<file path="config.mk">
export PLATFORM = sky130hd
export DESIGN_NAME = xcvr_avmm_top
export DESIGN_NICKNAME = d
export VERILOG_FILES = /design/src/logic/xcvr_avmm_pkg.sv /design/src/logic/xcvr_avmm_ifs.sv /design/src/logic/avmm_addr_router.sv /design/src/logic/chnl_avmm_bridge.sv /design/src/logic/reset_ltr_override.sv /design/src/logic/soft_csr.sv /design/src/logic/xcvr_avmm_top.sv
export SDC_FILE = /design/constraint.sdc
export NUM_CORES = 1
export LEC_CHECK = 0
export BUFFER_PORTS_ARGS = -buffer_cell sky130_fd_sc_hd__buf_2
export CORE_ASPECT_RATIO = 1.1
export CORE_MARGIN = 5
export CORE_UTILIZATION = 40
export DETAILED_ROUTE_END_ITERATION = 10
export HOLD_SLACK_MARGIN = 0.06
export PLACE_DENSITY = 0.8
export REMOVE_ABC_BUFFERS = 1
export SLEW_MARGIN = 20
export SYNTH_ARGS = -nofsm -noshare
export SYNTH_HDL_FRONTEND = slang
export SYNTH_HIERARCHICAL = 1
export SYNTH_SLANG_ARGS = --single-unit
</file>
<file path="constraint.sdc">
create_clock -name avmm_clk -period 1.26 [get_ports avmm_clk]
set_clock_uncertainty 0.05 [all_clocks]
set_input_delay 0 -clock avmm_clk [delete_from_list [all_inputs] [get_ports avmm_clk]]
set_output_delay 0 -clock avmm_clk [all_outputs]
set_load 0.03 [all_outputs]
</file>
<file path="src/logic/xcvr_avmm_pkg.sv">
`default_nettype none

package xcvr_avmm_pkg;

    localparam int avmm_data_w = 16;              // Avalon read/write data
    localparam int csr_sel_bit = 11;              // High = soft CSR, low = hard channel regs
    localparam int avmm_addr_w = csr_sel_bit + 1; // Master address, 12 bits
    localparam int chnl_addr_w = csr_sel_bit;     // Channel register address, 11 bits
    localparam int csr_idx_w   = 4;

    // Soft CSR register map
    localparam logic [csr_idx_w-1:0] csr_idx_rst_ovr  = 4'd0;
    localparam logic [csr_idx_w-1:0] csr_idx_ltr_ltd  = 4'd1;
    localparam logic [csr_idx_w-1:0] csr_idx_loopback = 4'd2;
    localparam logic [csr_idx_w-1:0] csr_idx_status   = 4'd3; // Read only

    // Reset override register fields
    localparam int rst_tx_ovr_b        = 0;
    localparam int rst_tx_dig_rst_n_b  = 1;
    localparam int rst_rx_ovr_b        = 2;
    localparam int rst_rx_dig_rst_n_b  = 3;
    localparam int rst_rx_ana_rst_n_b  = 4; // CDR and rxpma_rstb

    localparam int ltr_ovr_b = 0;   // LTR/LTD register
    localparam int ltr_val_b = 1;
    localparam int ltd_val_b = 2;

    localparam int lpbk_en_b = 0;   // Serial loopback enable

    localparam int stat_tx_dig_rst_b = 0;   // Status register
    localparam int stat_rx_dig_rst_b = 1;

    // Same address word, decoded two ways depending on the select bit
    typedef struct packed {
        logic                   sel;
        logic [chnl_addr_w-1:0] addr;
    } chnl_view_t;

    typedef struct packed {
        logic                             sel;
        logic [chnl_addr_w-csr_idx_w-1:0] rsvd;  // Ignored by the CSR decode
        logic [csr_idx_w-1:0]             idx;
    } csr_view_t;

    typedef union packed {
        chnl_view_t chnl;
        csr_view_t  csr;
    } avmm_addr_u;

endpackage

`default_nettype wire

</file>
<file path="src/logic/xcvr_avmm_ifs.sv">
`timescale 1ns/1ps
`default_nettype none

// Request side to soft CSR bank; readdata lags read by 1 cycle
interface csr_bus_if
    import xcvr_avmm_pkg::*;
();
    logic                   write;
    logic                   read;
    logic [csr_idx_w-1:0]   index;     // CSR register index
    logic [avmm_data_w-1:0] writedata;
    logic [avmm_data_w-1:0] readdata;  // Registered in the target

    modport router (output write, read, index, writedata, input readdata);
    modport target (input write, read, index, writedata, output readdata);
endinterface

// Request side to hard channel register bus
interface chnl_bus_if
    import xcvr_avmm_pkg::*;
();
    logic                   write;
    logic                   read;
    logic [chnl_addr_w-1:0] address;   // Channel register address
    logic [avmm_data_w-1:0] writedata;
    logic [avmm_data_w-1:0] readdata;  // Registered in the bridge

    modport router (output write, read, address, writedata, input readdata);
    modport target (input write, read, address, writedata, output readdata);
endinterface

`default_nettype wire

</file>
<file path="src/logic/avmm_addr_router.sv">
`timescale 1ns/1ps
`default_nettype none

module avmm_addr_router
    import xcvr_avmm_pkg::*;
(
    input  wire                          avmm_clk,
    input  wire                          avmm_reset,
    input  wire                          avmm_write,
    input  wire                          avmm_read,
    input  wire avmm_addr_u              avmm_address,
    input  wire logic [avmm_data_w-1:0]  avmm_writedata,
    output logic [avmm_data_w-1:0]       avmm_readdata,
    csr_bus_if.router                    csr,
    chnl_bus_if.router                   chnl
);

    logic csr_sel;     // Current request targets soft CSR
    logic csr_sel_rd;  // Select captured at last read

    assign csr_sel = avmm_address.csr.sel;

    // Soft CSR side, index taken from CSR view
    assign csr.write     = avmm_write & csr_sel;
    assign csr.read      = avmm_read  & csr_sel;
    assign csr.index     = avmm_address.csr.idx;
    assign csr.writedata = avmm_writedata;

    // Hard channel side, address from channel view
    assign chnl.write     = avmm_write & ~csr_sel;
    assign chnl.read      = avmm_read  & ~csr_sel;
    assign chnl.address   = avmm_address.chnl.addr;
    assign chnl.writedata = avmm_writedata;

    // Remember where the read went so the returning word is taken from the right bus
    always_ff @(posedge avmm_clk or posedge avmm_reset) begin
        if (avmm_reset) begin
            csr_sel_rd <= 1'b0;
        end else if (avmm_read) begin
            csr_sel_rd <= csr_sel;   // Back-to-back reads update every cycle
        end
    end

    // Both readdata registers clear on reset, so output is 0 until first read
    assign avmm_readdata = csr_sel_rd ? csr.readdata : chnl.readdata;

endmodule

`default_nettype wire

</file>
<file path="src/logic/chnl_avmm_bridge.sv">
`timescale 1ns/1ps
`default_nettype none

module chnl_avmm_bridge
    import xcvr_avmm_pkg::*;
#(
    parameter int n_chnl_blocks = 8
) (
    input  wire                                      avmm_clk,
    input  wire                                      avmm_reset,
    chnl_bus_if.target                               chnl,
    input  wire logic [n_chnl_blocks*avmm_data_w-1:0] blk_readdata,  // Block k at [k*16 +: 16]
    input  wire logic [n_chnl_blocks-1:0]            blk_select,
    output logic                                     chnl_avmm_write,
    output logic                                     chnl_avmm_read,
    output logic [chnl_addr_w-1:0]                   chnl_avmm_address,
    output logic [avmm_data_w-1:0]                   chnl_avmm_writedata,
    output logic [1:0]                               chnl_avmm_byteen
);

    logic [avmm_data_w-1:0] blk_word;   // Word of the selected block
    logic [avmm_data_w-1:0] rdata_q;

    // Request goes straight out, blocks respond in the same cycle
    assign chnl_avmm_write     = chnl.write;
    assign chnl_avmm_read      = chnl.read;
    assign chnl_avmm_address   = chnl.address;
    assign chnl_avmm_writedata = chnl.writedata;
    assign chnl_avmm_byteen    = 2'b11;    // Always full 16-bit access

    // Priority pick, scanning down so the lowest selected index wins
    always_comb begin
        blk_word = '0;                     // Nothing selected reads 0
        for (int k = n_chnl_blocks - 1; k >= 0; k--) begin
            if (blk_select[k]) begin
                blk_word = blk_readdata[k*avmm_data_w +: avmm_data_w];
            end
        end
    end

    always_ff @(posedge avmm_clk or posedge avmm_reset) begin
        if (avmm_reset) begin
            rdata_q <= '0;
        end else if (chnl.read) begin
            rdata_q <= blk_word;           // Capture only on a channel read
        end
    end

    assign chnl.readdata = rdata_q;

endmodule

`default_nettype wire

</file>
<file path="src/logic/reset_ltr_override.sv">
`timescale 1ns/1ps
`default_nettype none

module reset_ltr_override #(
    parameter bit use_10g_pcs = 1'b1   // Status source, 10G or 8G PCS
) (
    input  wire  in_pld_8g_txurstpcs_n,
    input  wire  in_pld_8g_rxurstpcs_n,
    input  wire  in_pld_10g_tx_rst_n,
    input  wire  in_pld_10g_rx_rst_n,
    input  wire  rx_crurstn,
    input  wire  in_pld_rxpma_rstb_in,
    input  wire  in_pld_ltr,
    input  wire  rx_ltd,
    input  wire  seriallpbken,
    input  wire  tx_rst_ovr,
    input  wire  tx_digital_rst_n_val,
    input  wire  rx_rst_ovr,
    input  wire  rx_digital_rst_n_val,
    input  wire  rx_analog_rst_n_val,
    input  wire  rx_ltrltd_ovr,
    input  wire  rx_ltr_val,
    input  wire  rx_ltd_val,
    input  wire  csr_seriallpbken,
    output logic out_pld_8g_txurstpcs_n,
    output logic out_pld_8g_rxurstpcs_n,
    output logic out_pld_10g_tx_rst_n,
    output logic out_pld_10g_rx_rst_n,
    output logic out_rx_crurstn,
    output logic out_pld_rxpma_rstb_in,
    output logic csr2pcs_ltr,
    output logic csr2pma_ltd,
    output logic pma_seriallpbken,
    output logic stat_tx_digital_reset,
    output logic stat_rx_digital_reset
);

    // Calibration can take the PCS resets away from the core
    assign out_pld_8g_txurstpcs_n = tx_rst_ovr ? tx_digital_rst_n_val : in_pld_8g_txurstpcs_n;
    assign out_pld_8g_rxurstpcs_n = rx_rst_ovr ? rx_digital_rst_n_val : in_pld_8g_rxurstpcs_n;
    assign out_pld_10g_tx_rst_n   = tx_rst_ovr ? tx_digital_rst_n_val : in_pld_10g_tx_rst_n;
    assign out_pld_10g_rx_rst_n   = rx_rst_ovr ? rx_digital_rst_n_val : in_pld_10g_rx_rst_n;
    // One analog value covers CDR and rxpma_rstb
    assign out_rx_crurstn         = rx_rst_ovr ? rx_analog_rst_n_val  : rx_crurstn;
    assign out_pld_rxpma_rstb_in  = rx_rst_ovr ? rx_analog_rst_n_val  : in_pld_rxpma_rstb_in;

    assign csr2pcs_ltr = rx_ltrltd_ovr ? rx_ltr_val : in_pld_ltr;   // Lock to reference
    assign csr2pma_ltd = rx_ltrltd_ovr ? rx_ltd_val : rx_ltd;       // Lock to data

    assign pma_seriallpbken = seriallpbken | csr_seriallpbken;      // Either side enables

    // Status reads active high, core resets are active low
    assign stat_tx_digital_reset = use_10g_pcs ? ~in_pld_10g_tx_rst_n : ~in_pld_8g_txurstpcs_n;
    assign stat_rx_digital_reset = use_10g_pcs ? ~in_pld_10g_rx_rst_n : ~in_pld_8g_rxurstpcs_n;

endmodule

`default_nettype wire

</file>
<file path="src/logic/soft_csr.sv">
`timescale 1ns/1ps
`default_nettype none

module soft_csr
    import xcvr_avmm_pkg::*;
(
    input  wire       avmm_clk,
    input  wire       avmm_reset,
    csr_bus_if.target csr,
    input  wire       stat_tx_digital_reset,
    input  wire       stat_rx_digital_reset,
    output logic      tx_rst_ovr,
    output logic      tx_digital_rst_n_val,
    output logic      rx_rst_ovr,
    output logic      rx_digital_rst_n_val,
    output logic      rx_analog_rst_n_val,
    output logic      rx_ltrltd_ovr,
    output logic      rx_ltr_val,
    output logic      rx_ltd_val,
    output logic      csr_seriallpbken
);

    logic [rst_rx_ana_rst_n_b:rst_tx_ovr_b] rst_ovr_q;   // Reset override reg, bits 4:0
    logic [ltd_val_b:ltr_ovr_b]             ltr_ltd_q;   // LTR/LTD override reg, bits 2:0
    logic                                   lpbk_q;      // Serial loopback enable
    logic [avmm_data_w-1:0]                 rd_mux;      // Read word before register
    logic [avmm_data_w-1:0]                 rdata_q;

    // Writable registers; status and unmapped indices drop the write
    always_ff @(posedge avmm_clk or posedge avmm_reset) begin
        if (avmm_reset) begin
            rst_ovr_q <= '0;
            ltr_ltd_q <= '0;
            lpbk_q    <= 1'b0;
        end else if (csr.write) begin
            case (csr.index)
                csr_idx_rst_ovr:  rst_ovr_q <= csr.writedata[rst_rx_ana_rst_n_b:rst_tx_ovr_b];
                csr_idx_ltr_ltd:  ltr_ltd_q <= csr.writedata[ltd_val_b:ltr_ovr_b];
                csr_idx_loopback: lpbk_q    <= csr.writedata[lpbk_en_b];
                default: ;                                  // Read-only or unmapped
            endcase
        end
    end

    // Read decode, unused bits stay 0
    always_comb begin
        rd_mux = '0;
        case (csr.index)
            csr_idx_rst_ovr: begin
                rd_mux[rst_rx_ana_rst_n_b:rst_tx_ovr_b] = rst_ovr_q;
            end
            csr_idx_ltr_ltd: begin
                rd_mux[ltd_val_b:ltr_ovr_b] = ltr_ltd_q;
            end
            csr_idx_loopback: begin
                rd_mux[lpbk_en_b] = lpbk_q;
            end
            csr_idx_status: begin
                // Live reset status from the selected PCS
                rd_mux[stat_tx_dig_rst_b] = stat_tx_digital_reset;
                rd_mux[stat_rx_dig_rst_b] = stat_rx_digital_reset;
            end
            default: ;                                      // Unmapped reads 0
        endcase
    end

    // Holds last read word between reads
    always_ff @(posedge avmm_clk or posedge avmm_reset) begin
        if (avmm_reset) begin
            rdata_q <= '0;
        end else if (csr.read) begin
            rdata_q <= rd_mux;
        end
    end

    assign csr.readdata = rdata_q;   // Valid 1 cycle after read

    // Override fields out to the mux block
    assign tx_rst_ovr           = rst_ovr_q[rst_tx_ovr_b];
    assign tx_digital_rst_n_val = rst_ovr_q[rst_tx_dig_rst_n_b];
    assign rx_rst_ovr           = rst_ovr_q[rst_rx_ovr_b];
    assign rx_digital_rst_n_val = rst_ovr_q[rst_rx_dig_rst_n_b];
    assign rx_analog_rst_n_val  = rst_ovr_q[rst_rx_ana_rst_n_b];
    assign rx_ltrltd_ovr        = ltr_ltd_q[ltr_ovr_b];
    assign rx_ltr_val           = ltr_ltd_q[ltr_val_b];
    assign rx_ltd_val           = ltr_ltd_q[ltd_val_b];
    assign csr_seriallpbken     = lpbk_q;

endmodule

`default_nettype wire

</file>
<file path="src/logic/xcvr_avmm_top.sv">
`timescale 1ns/1ps
`default_nettype none

module xcvr_avmm_top
    import xcvr_avmm_pkg::*;
#(
    parameter int n_chnl_blocks = 8,
    parameter bit use_10g_pcs   = 1'b1
) (
    input  wire                                       avmm_clk,
    input  wire                                       avmm_reset,
    input  wire                                       avmm_write,
    input  wire                                       avmm_read,
    input  wire logic [avmm_addr_w-1:0]               avmm_address,
    input  wire logic [avmm_data_w-1:0]               avmm_writedata,
    output wire logic [avmm_data_w-1:0]               avmm_readdata,
    input  wire logic [n_chnl_blocks*avmm_data_w-1:0] blk_readdata,
    input  wire logic [n_chnl_blocks-1:0]             blk_select,
    output wire                                       chnl_avmm_write,
    output wire                                       chnl_avmm_read,
    output wire logic [chnl_addr_w-1:0]               chnl_avmm_address,
    output wire logic [avmm_data_w-1:0]               chnl_avmm_writedata,
    output wire logic [1:0]                           chnl_avmm_byteen,
    input  wire                                       in_pld_8g_txurstpcs_n,
    input  wire                                       in_pld_8g_rxurstpcs_n,
    input  wire                                       in_pld_10g_tx_rst_n,
    input  wire                                       in_pld_10g_rx_rst_n,
    input  wire                                       rx_crurstn,
    input  wire                                       in_pld_rxpma_rstb_in,
    input  wire                                       in_pld_ltr,
    input  wire                                       rx_ltd,
    input  wire                                       seriallpbken,
    output wire                                       out_pld_8g_txurstpcs_n,
    output wire                                       out_pld_8g_rxurstpcs_n,
    output wire                                       out_pld_10g_tx_rst_n,
    output wire                                       out_pld_10g_rx_rst_n,
    output wire                                       out_rx_crurstn,
    output wire                                       out_pld_rxpma_rstb_in,
    output wire                                       csr2pcs_ltr,
    output wire                                       csr2pma_ltd,
    output wire                                       pma_seriallpbken
);

    // CSR to override mux
    wire tx_rst_ovr, tx_digital_rst_n_val;
    wire rx_rst_ovr, rx_digital_rst_n_val, rx_analog_rst_n_val;
    wire rx_ltrltd_ovr, rx_ltr_val, rx_ltd_val;
    wire csr_seriallpbken;
    wire stat_tx_digital_reset, stat_rx_digital_reset;   // Back into status reg

    csr_bus_if  csr_bus ();
    chnl_bus_if chnl_bus ();

    avmm_addr_router u_router (
        .avmm_clk, .avmm_reset, .avmm_write, .avmm_read,
        .avmm_address, .avmm_writedata, .avmm_readdata,
        .csr  (csr_bus.router),
        .chnl (chnl_bus.router)
    );

    soft_csr u_soft_csr (
        .avmm_clk, .avmm_reset,
        .csr (csr_bus.target),
        .stat_tx_digital_reset, .stat_rx_digital_reset,
        .tx_rst_ovr, .tx_digital_rst_n_val, .rx_rst_ovr, .rx_digital_rst_n_val,
        .rx_analog_rst_n_val, .rx_ltrltd_ovr, .rx_ltr_val, .rx_ltd_val, .csr_seriallpbken
    );

    chnl_avmm_bridge #(.n_chnl_blocks(n_chnl_blocks)) u_chnl_bridge (
        .avmm_clk, .avmm_reset,
        .chnl (chnl_bus.target),
        .blk_readdata, .blk_select,
        .chnl_avmm_write, .chnl_avmm_read, .chnl_avmm_address,
        .chnl_avmm_writedata, .chnl_avmm_byteen
    );

    reset_ltr_override #(.use_10g_pcs(use_10g_pcs)) u_override (
        .in_pld_8g_txurstpcs_n, .in_pld_8g_rxurstpcs_n, .in_pld_10g_tx_rst_n,
        .in_pld_10g_rx_rst_n, .rx_crurstn, .in_pld_rxpma_rstb_in,
        .in_pld_ltr, .rx_ltd, .seriallpbken,
        .tx_rst_ovr, .tx_digital_rst_n_val, .rx_rst_ovr, .rx_digital_rst_n_val,
        .rx_analog_rst_n_val, .rx_ltrltd_ovr, .rx_ltr_val, .rx_ltd_val, .csr_seriallpbken,
        .out_pld_8g_txurstpcs_n, .out_pld_8g_rxurstpcs_n, .out_pld_10g_tx_rst_n,
        .out_pld_10g_rx_rst_n, .out_rx_crurstn, .out_pld_rxpma_rstb_in,
        .csr2pcs_ltr, .csr2pma_ltd, .pma_seriallpbken,
        .stat_tx_digital_reset, .stat_rx_digital_reset
    );

endmodule

`default_nettype wire

</file>
Yosys cells after proc, flatten, opt, wreduce, memory -nomap -nowiden
Cells that the tools add are included.

Register bits: 31. Latch bits: 0. Memory bits (writable): 0. Memory bits (read-only): 0. Bits of input ports: 177. Logic and storage cells: 42. Memories kept: 0.

Add/subtract/negate cells: 0. $mul: 0. Div/mod/pow operators: 0. Magnitude comparators: 0. Eq/ne operators: 3. Shift operators: 0. Muxes and demuxes: 21. Bitwise operators: 8. Reduce and logical (&&, ||, !) cells: 4.

Operators with widths (count): 2-to-1 mux 16 bit (9); == test 4 x 2 -> 1 bit, second input constant (2); 2-to-1 mux 1 bit (8); AND reduction 2 bit (3); AND 1 bit (4); == test 4 x 1 -> 1 bit, second input constant (1); zero test 4 bit (1); one-hot mux 1 bit (4 select lines) (1); inverter 1 bit (3); one-hot mux 1 bit (3 select lines) (1); 2-to-1 mux 2 bit (1); one-hot mux 1 bit (2 select lines) (1); OR 1 bit (1).

Depth between registers and ports, before layout
Depth after elaboration: 8. Gate-level depth with buffers: 8.

By module
Netlist, hierarchy kept.

By module, submodules not included: chnl_avmm_bridge (times used 1, cells each 282, area an instance 2137.0 um2); soft_csr (times used 1, cells each 61, area an instance 733.2 um2); avmm_addr_router (times used 1, cells each 72, area an instance 663.1 um2); reset_ltr_override (times used 1, cells each 11, area an instance 103.8 um2).

Worst setup path before layout
Ideal clock, no wire load.

Path type: register -> register. Start point: register u_soft_csr/ltr_ltd_q[0] in the netlist's numbering. End point: register u_soft_csr.rdata_q[0] (netlist: u_soft_csr/csr.readdata[0]). Data arrival time: 1.075 ns. Slack: 0.016 ns. Cell stages (with the launch flop): 3. Path buffers: 0. Clock period less this slack: 1.244 ns. Cells stage by stage: dfrtp_1 > mux4_1 > a31o_1.

Word-level cells in the longest chain between the ends: 1.

Ends and longest elaborated chain: start: declaration (RTL line soft_csr.sv:24) `logic [ltd_val_b:ltr_ovr_b] ltr_ltd_q;`; start signal: assignment (RTL line soft_csr.sv:38) `csr_idx_ltr_ltd: ltr_ltd_q <= csr.writedata[ltd_val_b:ltr_ovr_b];`; one-hot mux 1 bit (4 select lines) (RTL line soft_csr.sv:48) `case (csr.index)`; end signal: assignment (RTL line soft_csr.sv:72) `rdata_q <= rd_mux;`; end: declaration (RTL line soft_csr.sv:27) `logic [avmm_data_w-1:0] rdata_q;`.

No other way between the ends. A chain may end at the register's enable or synchronous reset.

Final worst setup path
Start point: register u_router.csr_sel_rd. End point: output port avmm_readdata[0].

Word-level cells in the longest chain between the ends: 1.

Ends and longest elaborated chain: start: declaration (RTL line avmm_addr_router.sv:19) `logic csr_sel_rd;`; start signal: assignment (RTL line avmm_addr_router.sv:40) `csr_sel_rd <= csr_sel;`; 2-to-1 mux 16 bit (RTL line avmm_addr_router.sv:45) `assign avmm_readdata = csr_sel_rd ? csr.readdata : chnl.readdata;`; end: declaration (RTL line xcvr_avmm_top.sv:16) `output wire logic [avmm_data_w-1:0] avmm_readdata,`.

No other way between the ends.

==> summary.md <==
| Metric | Value |
|---|---|
| Result of the run | `complete, but fails checks` |
| Failing checks | `setup timing` |
| Ratio of final minimum period to clock period | `116%` |
| Maximum frequency from static timing analysis | `686 MHz` |
| Later-pin clock latency in the skew report | `between 200 and 300 ps` |
| Pwr dens | `889 nW/um^2` |
| Number of hold-slack violations in the final timing report | `0` |
| Kind of start point of the critical path | `flop` |
| FF/Latch Area | `778 um^2` |
| Setup slack after placement | `-242 ps` |
| ANT nets after route | `0` |
| Count of buffers inserted at the top-level ports | `194` |
| Post-route core utilization | `between 50% and 60%` |
| Largest vdd supply drop | `0.639 mV` |
| Number of fill cells in the layout | `709` |
| Number of remaining DRC errors | `0` |
| Tightest slew margin relative to the limit | `49.5%` |
| Final Wtd Congestion | `roughly 0.86` |
| Die outline area | `10,900 um^2` |
| Effective utilization at floorplan | `40.5%` |
| HPWL after DPL | `just under 10 mm` |
| Final WL | `around 15 mm` |
| Fraction of layout instances using a drive strength above 1 | `47.8%` |
| Max Transition Viols Final | `0` |
| Cell total after placement | `around 650` |
| Tightest Pin Transition | `755 ps` |
| Start-to-end type of the worst setup path | `reg -> out` |
| Bufs and invs on worst path | `3` |
| Synthesized area divided by synthesized cell count | `8.57 um^2` |
| Synthesized instance count | `415` |
| Min Clock Period, post-route | `1460 ps` |
| Die boundary width | `99.9 um` |
| Clock transition at the registers of the reported paths | `80 ps` |
| Minimum hold slack | `61.6 ps` |
| All-Layer GR Usage | `between 20% and 30%` |
| Maximum number of pins on one net before global-route repair | `34` |
| R2r worst-path depth | `4` |
| Area added between synthesis and finish | `48.2%` |
| Final setup viols | `25` |
| Leakage power | `between 2 and 3 nW` |
| Die H | `~110 um` |
| Remaining global-route overflow | `0` |
| Number of antenna violations at the first check in global routing | `1` |
| Final net count | `800` |
| Root buffer cell | `clkbuf_8` |
| Num CTS Buffers | `5` |
| Register-to-register path setup slack | `-30 ps` |
| Crit end category | `primary output` |
| Max FO, Critical Path | `5` |
| Multi-input logic area | `1950 um^2` |
| Via count of the first global-routing pass | `4,204` |
| Placement row count | `36` |
| Number of H-tree branching levels | `2` |
| Crit path top cell by count | `buf_12` |
| Clock tree from TritonCTS | `yes` |
| Crit-path cells | `buf_12 -> buf_12 -> mux2_2 -> buf_6` |
| Maximum cell stage delay along the critical path | `430 ps` |
| Worst setup margin | `-198 ps` |
| Combined area of all synthesized cells | `3550 um^2` |
| Longest Clk Path Bufs | `2` |
| Post-Layout Cell Count | `739` |
| Max Cap Violations | `0` |
| Warning count from the yosys run | `6` |
| IO Count | `233` |
| Routed vias/inst | `5.48` |
| Number of cells on the worst hold path | `5` |
| Area of the placeable core | `a little under 9000 um^2` |
| Data arrival time of the critical path | `1410 ps` |
| First-pass GRT wire length | `21.9 mm` |
| Number of logic stages on the critical path including buffering | `4` |
| Worst min-delay path category | `in -> reg` |
| Initial DRC Count | `around 350` |
| CP max-delay cell | `dfrtp_2` |
| Wirelength per Cell | `between 20 and 25 um` |
| Worst path required time | `1210 ps` |
| Count of TritonRoute iterations in the first routing pass | `5` |
| Kind of cell adding the most delay to the critical path | `flip-flops` |
| Setup repair after global routing missed its margin | `true` |
| Total number of clock tree sinks | `31` |
| Routed via count | `around 4k` |
==> flip-flops by register name, summed over array words and instances, names as in the netlist <==
| register | cells |
|---|---|
| u_chnl_bridge/chnl.readdata | 16 |
| u_router/csr_sel_rd | 1 |
| u_soft_csr/csr.readdata | 5 |
| u_soft_csr/csr_seriallpbken | 1 |
| u_soft_csr/ltr_ltd_q | 3 |
| u_soft_csr/rst_ovr_q | 5 |
==> final timing paths <==
check / start / end
setup / recovery: u_router/csr_sel_rd / avmm_readdata[0]
hold / removal: blk_readdata[30] / u_chnl_bridge/chnl.readdata[14]
setup reg to reg: u_soft_csr/rst_ovr_q[2] / u_soft_csr/csr.readdata[2]
hold reg to reg: u_soft_csr/csr.readdata[1] / u_soft_csr/csr.readdata[1]
max in group asynchronous: avmm_reset / u_soft_csr/rst_ovr_q[2]
min in group asynchronous: avmm_reset / u_router/csr_sel_rd
==> layout by cell type, fill, tap and decap left out, types with 3 or more instances in the layout <==
cell type,n
buf_12,5
nor2_1,16
inv_1,27
o22ai_2,9
buf_4,21
a221oi_2,11
mux2_2,15
o22ai_1,21
conb_1,13
buf_2,170
o21ai_1,3
dlygate4sd3_1,78
o31a_1,13
clkbuf_8,6
dfrtp_1,29
a221oi_1,19
o21ai_0,18
nand2_1,35
a21oi_1,35
buf_6,24
mux2_4,20
==> final cells by class <==
| type | instances | share of cell area [%] |
|---|---|---|
| repair buffers | 298 | 41.0 |
| multi-input cells | 257 | 37.0 |
| flip-flops and latches | 31 | 14.8 |
| well taps | 114 | 2.71 |
| inverters | 30 | 2.26 |
| clock buffers | 6 | 1.57 |
| clock inverters | 2 | 0.665 |
| diodes | 1 | 0.0475 |
==> stage by stage <==
step,power [mW],area [um^2],TNS [ps]
finish,4.68,5270,-2730
global route,4.88,5270,-3660
CTS,4.61,5230,-2960
detailed placement,2.99,4100,-2510
global placement,2.94,4100,-1500
floorplan,2.20,2790,-22620
==> worst register-to-register path, delay by kind of cell, from the launching register on <==
family / cells / cell delay [ps]
flops: 1 / 470
buf+inv: 1 / 150
simple gates: 1 / 70
mux: 2 / 430
==> power by group <==
part	internal (mW)	total (mW)	leakage (nW)	switching (mW)
registers	1.14	1.27	0.370	0.122
logic	1.19	2.37	2.14	1.18
clock network	0.640	1.05	0.0612	0.409
==> routing by layer <==
metal,vias up,share of wire (%),GRT usage [%]
met5,-,0,0
met4,0,4.5,14.0
met1,1899,37,30.8
met3,65,8.1,4.48
met2,254,50,45.5
li1,1829,-,-
==> timing repair <==
| action | in CTS | in global routing |
|---|---|---|
| setup buffers | 3 | 4 |
| gates resized for setup | 59 | 7 |
| pin swaps | 0 | 1 |
| cloned | 1 | 0 |
| endpoints found under the hold margin | 76 | 0 |
| endpoints found under the setup margin | 25 | 30 |
| hold buffers | 78 | 0 |
Note: power is estimated with default switching activity, not from simulation.
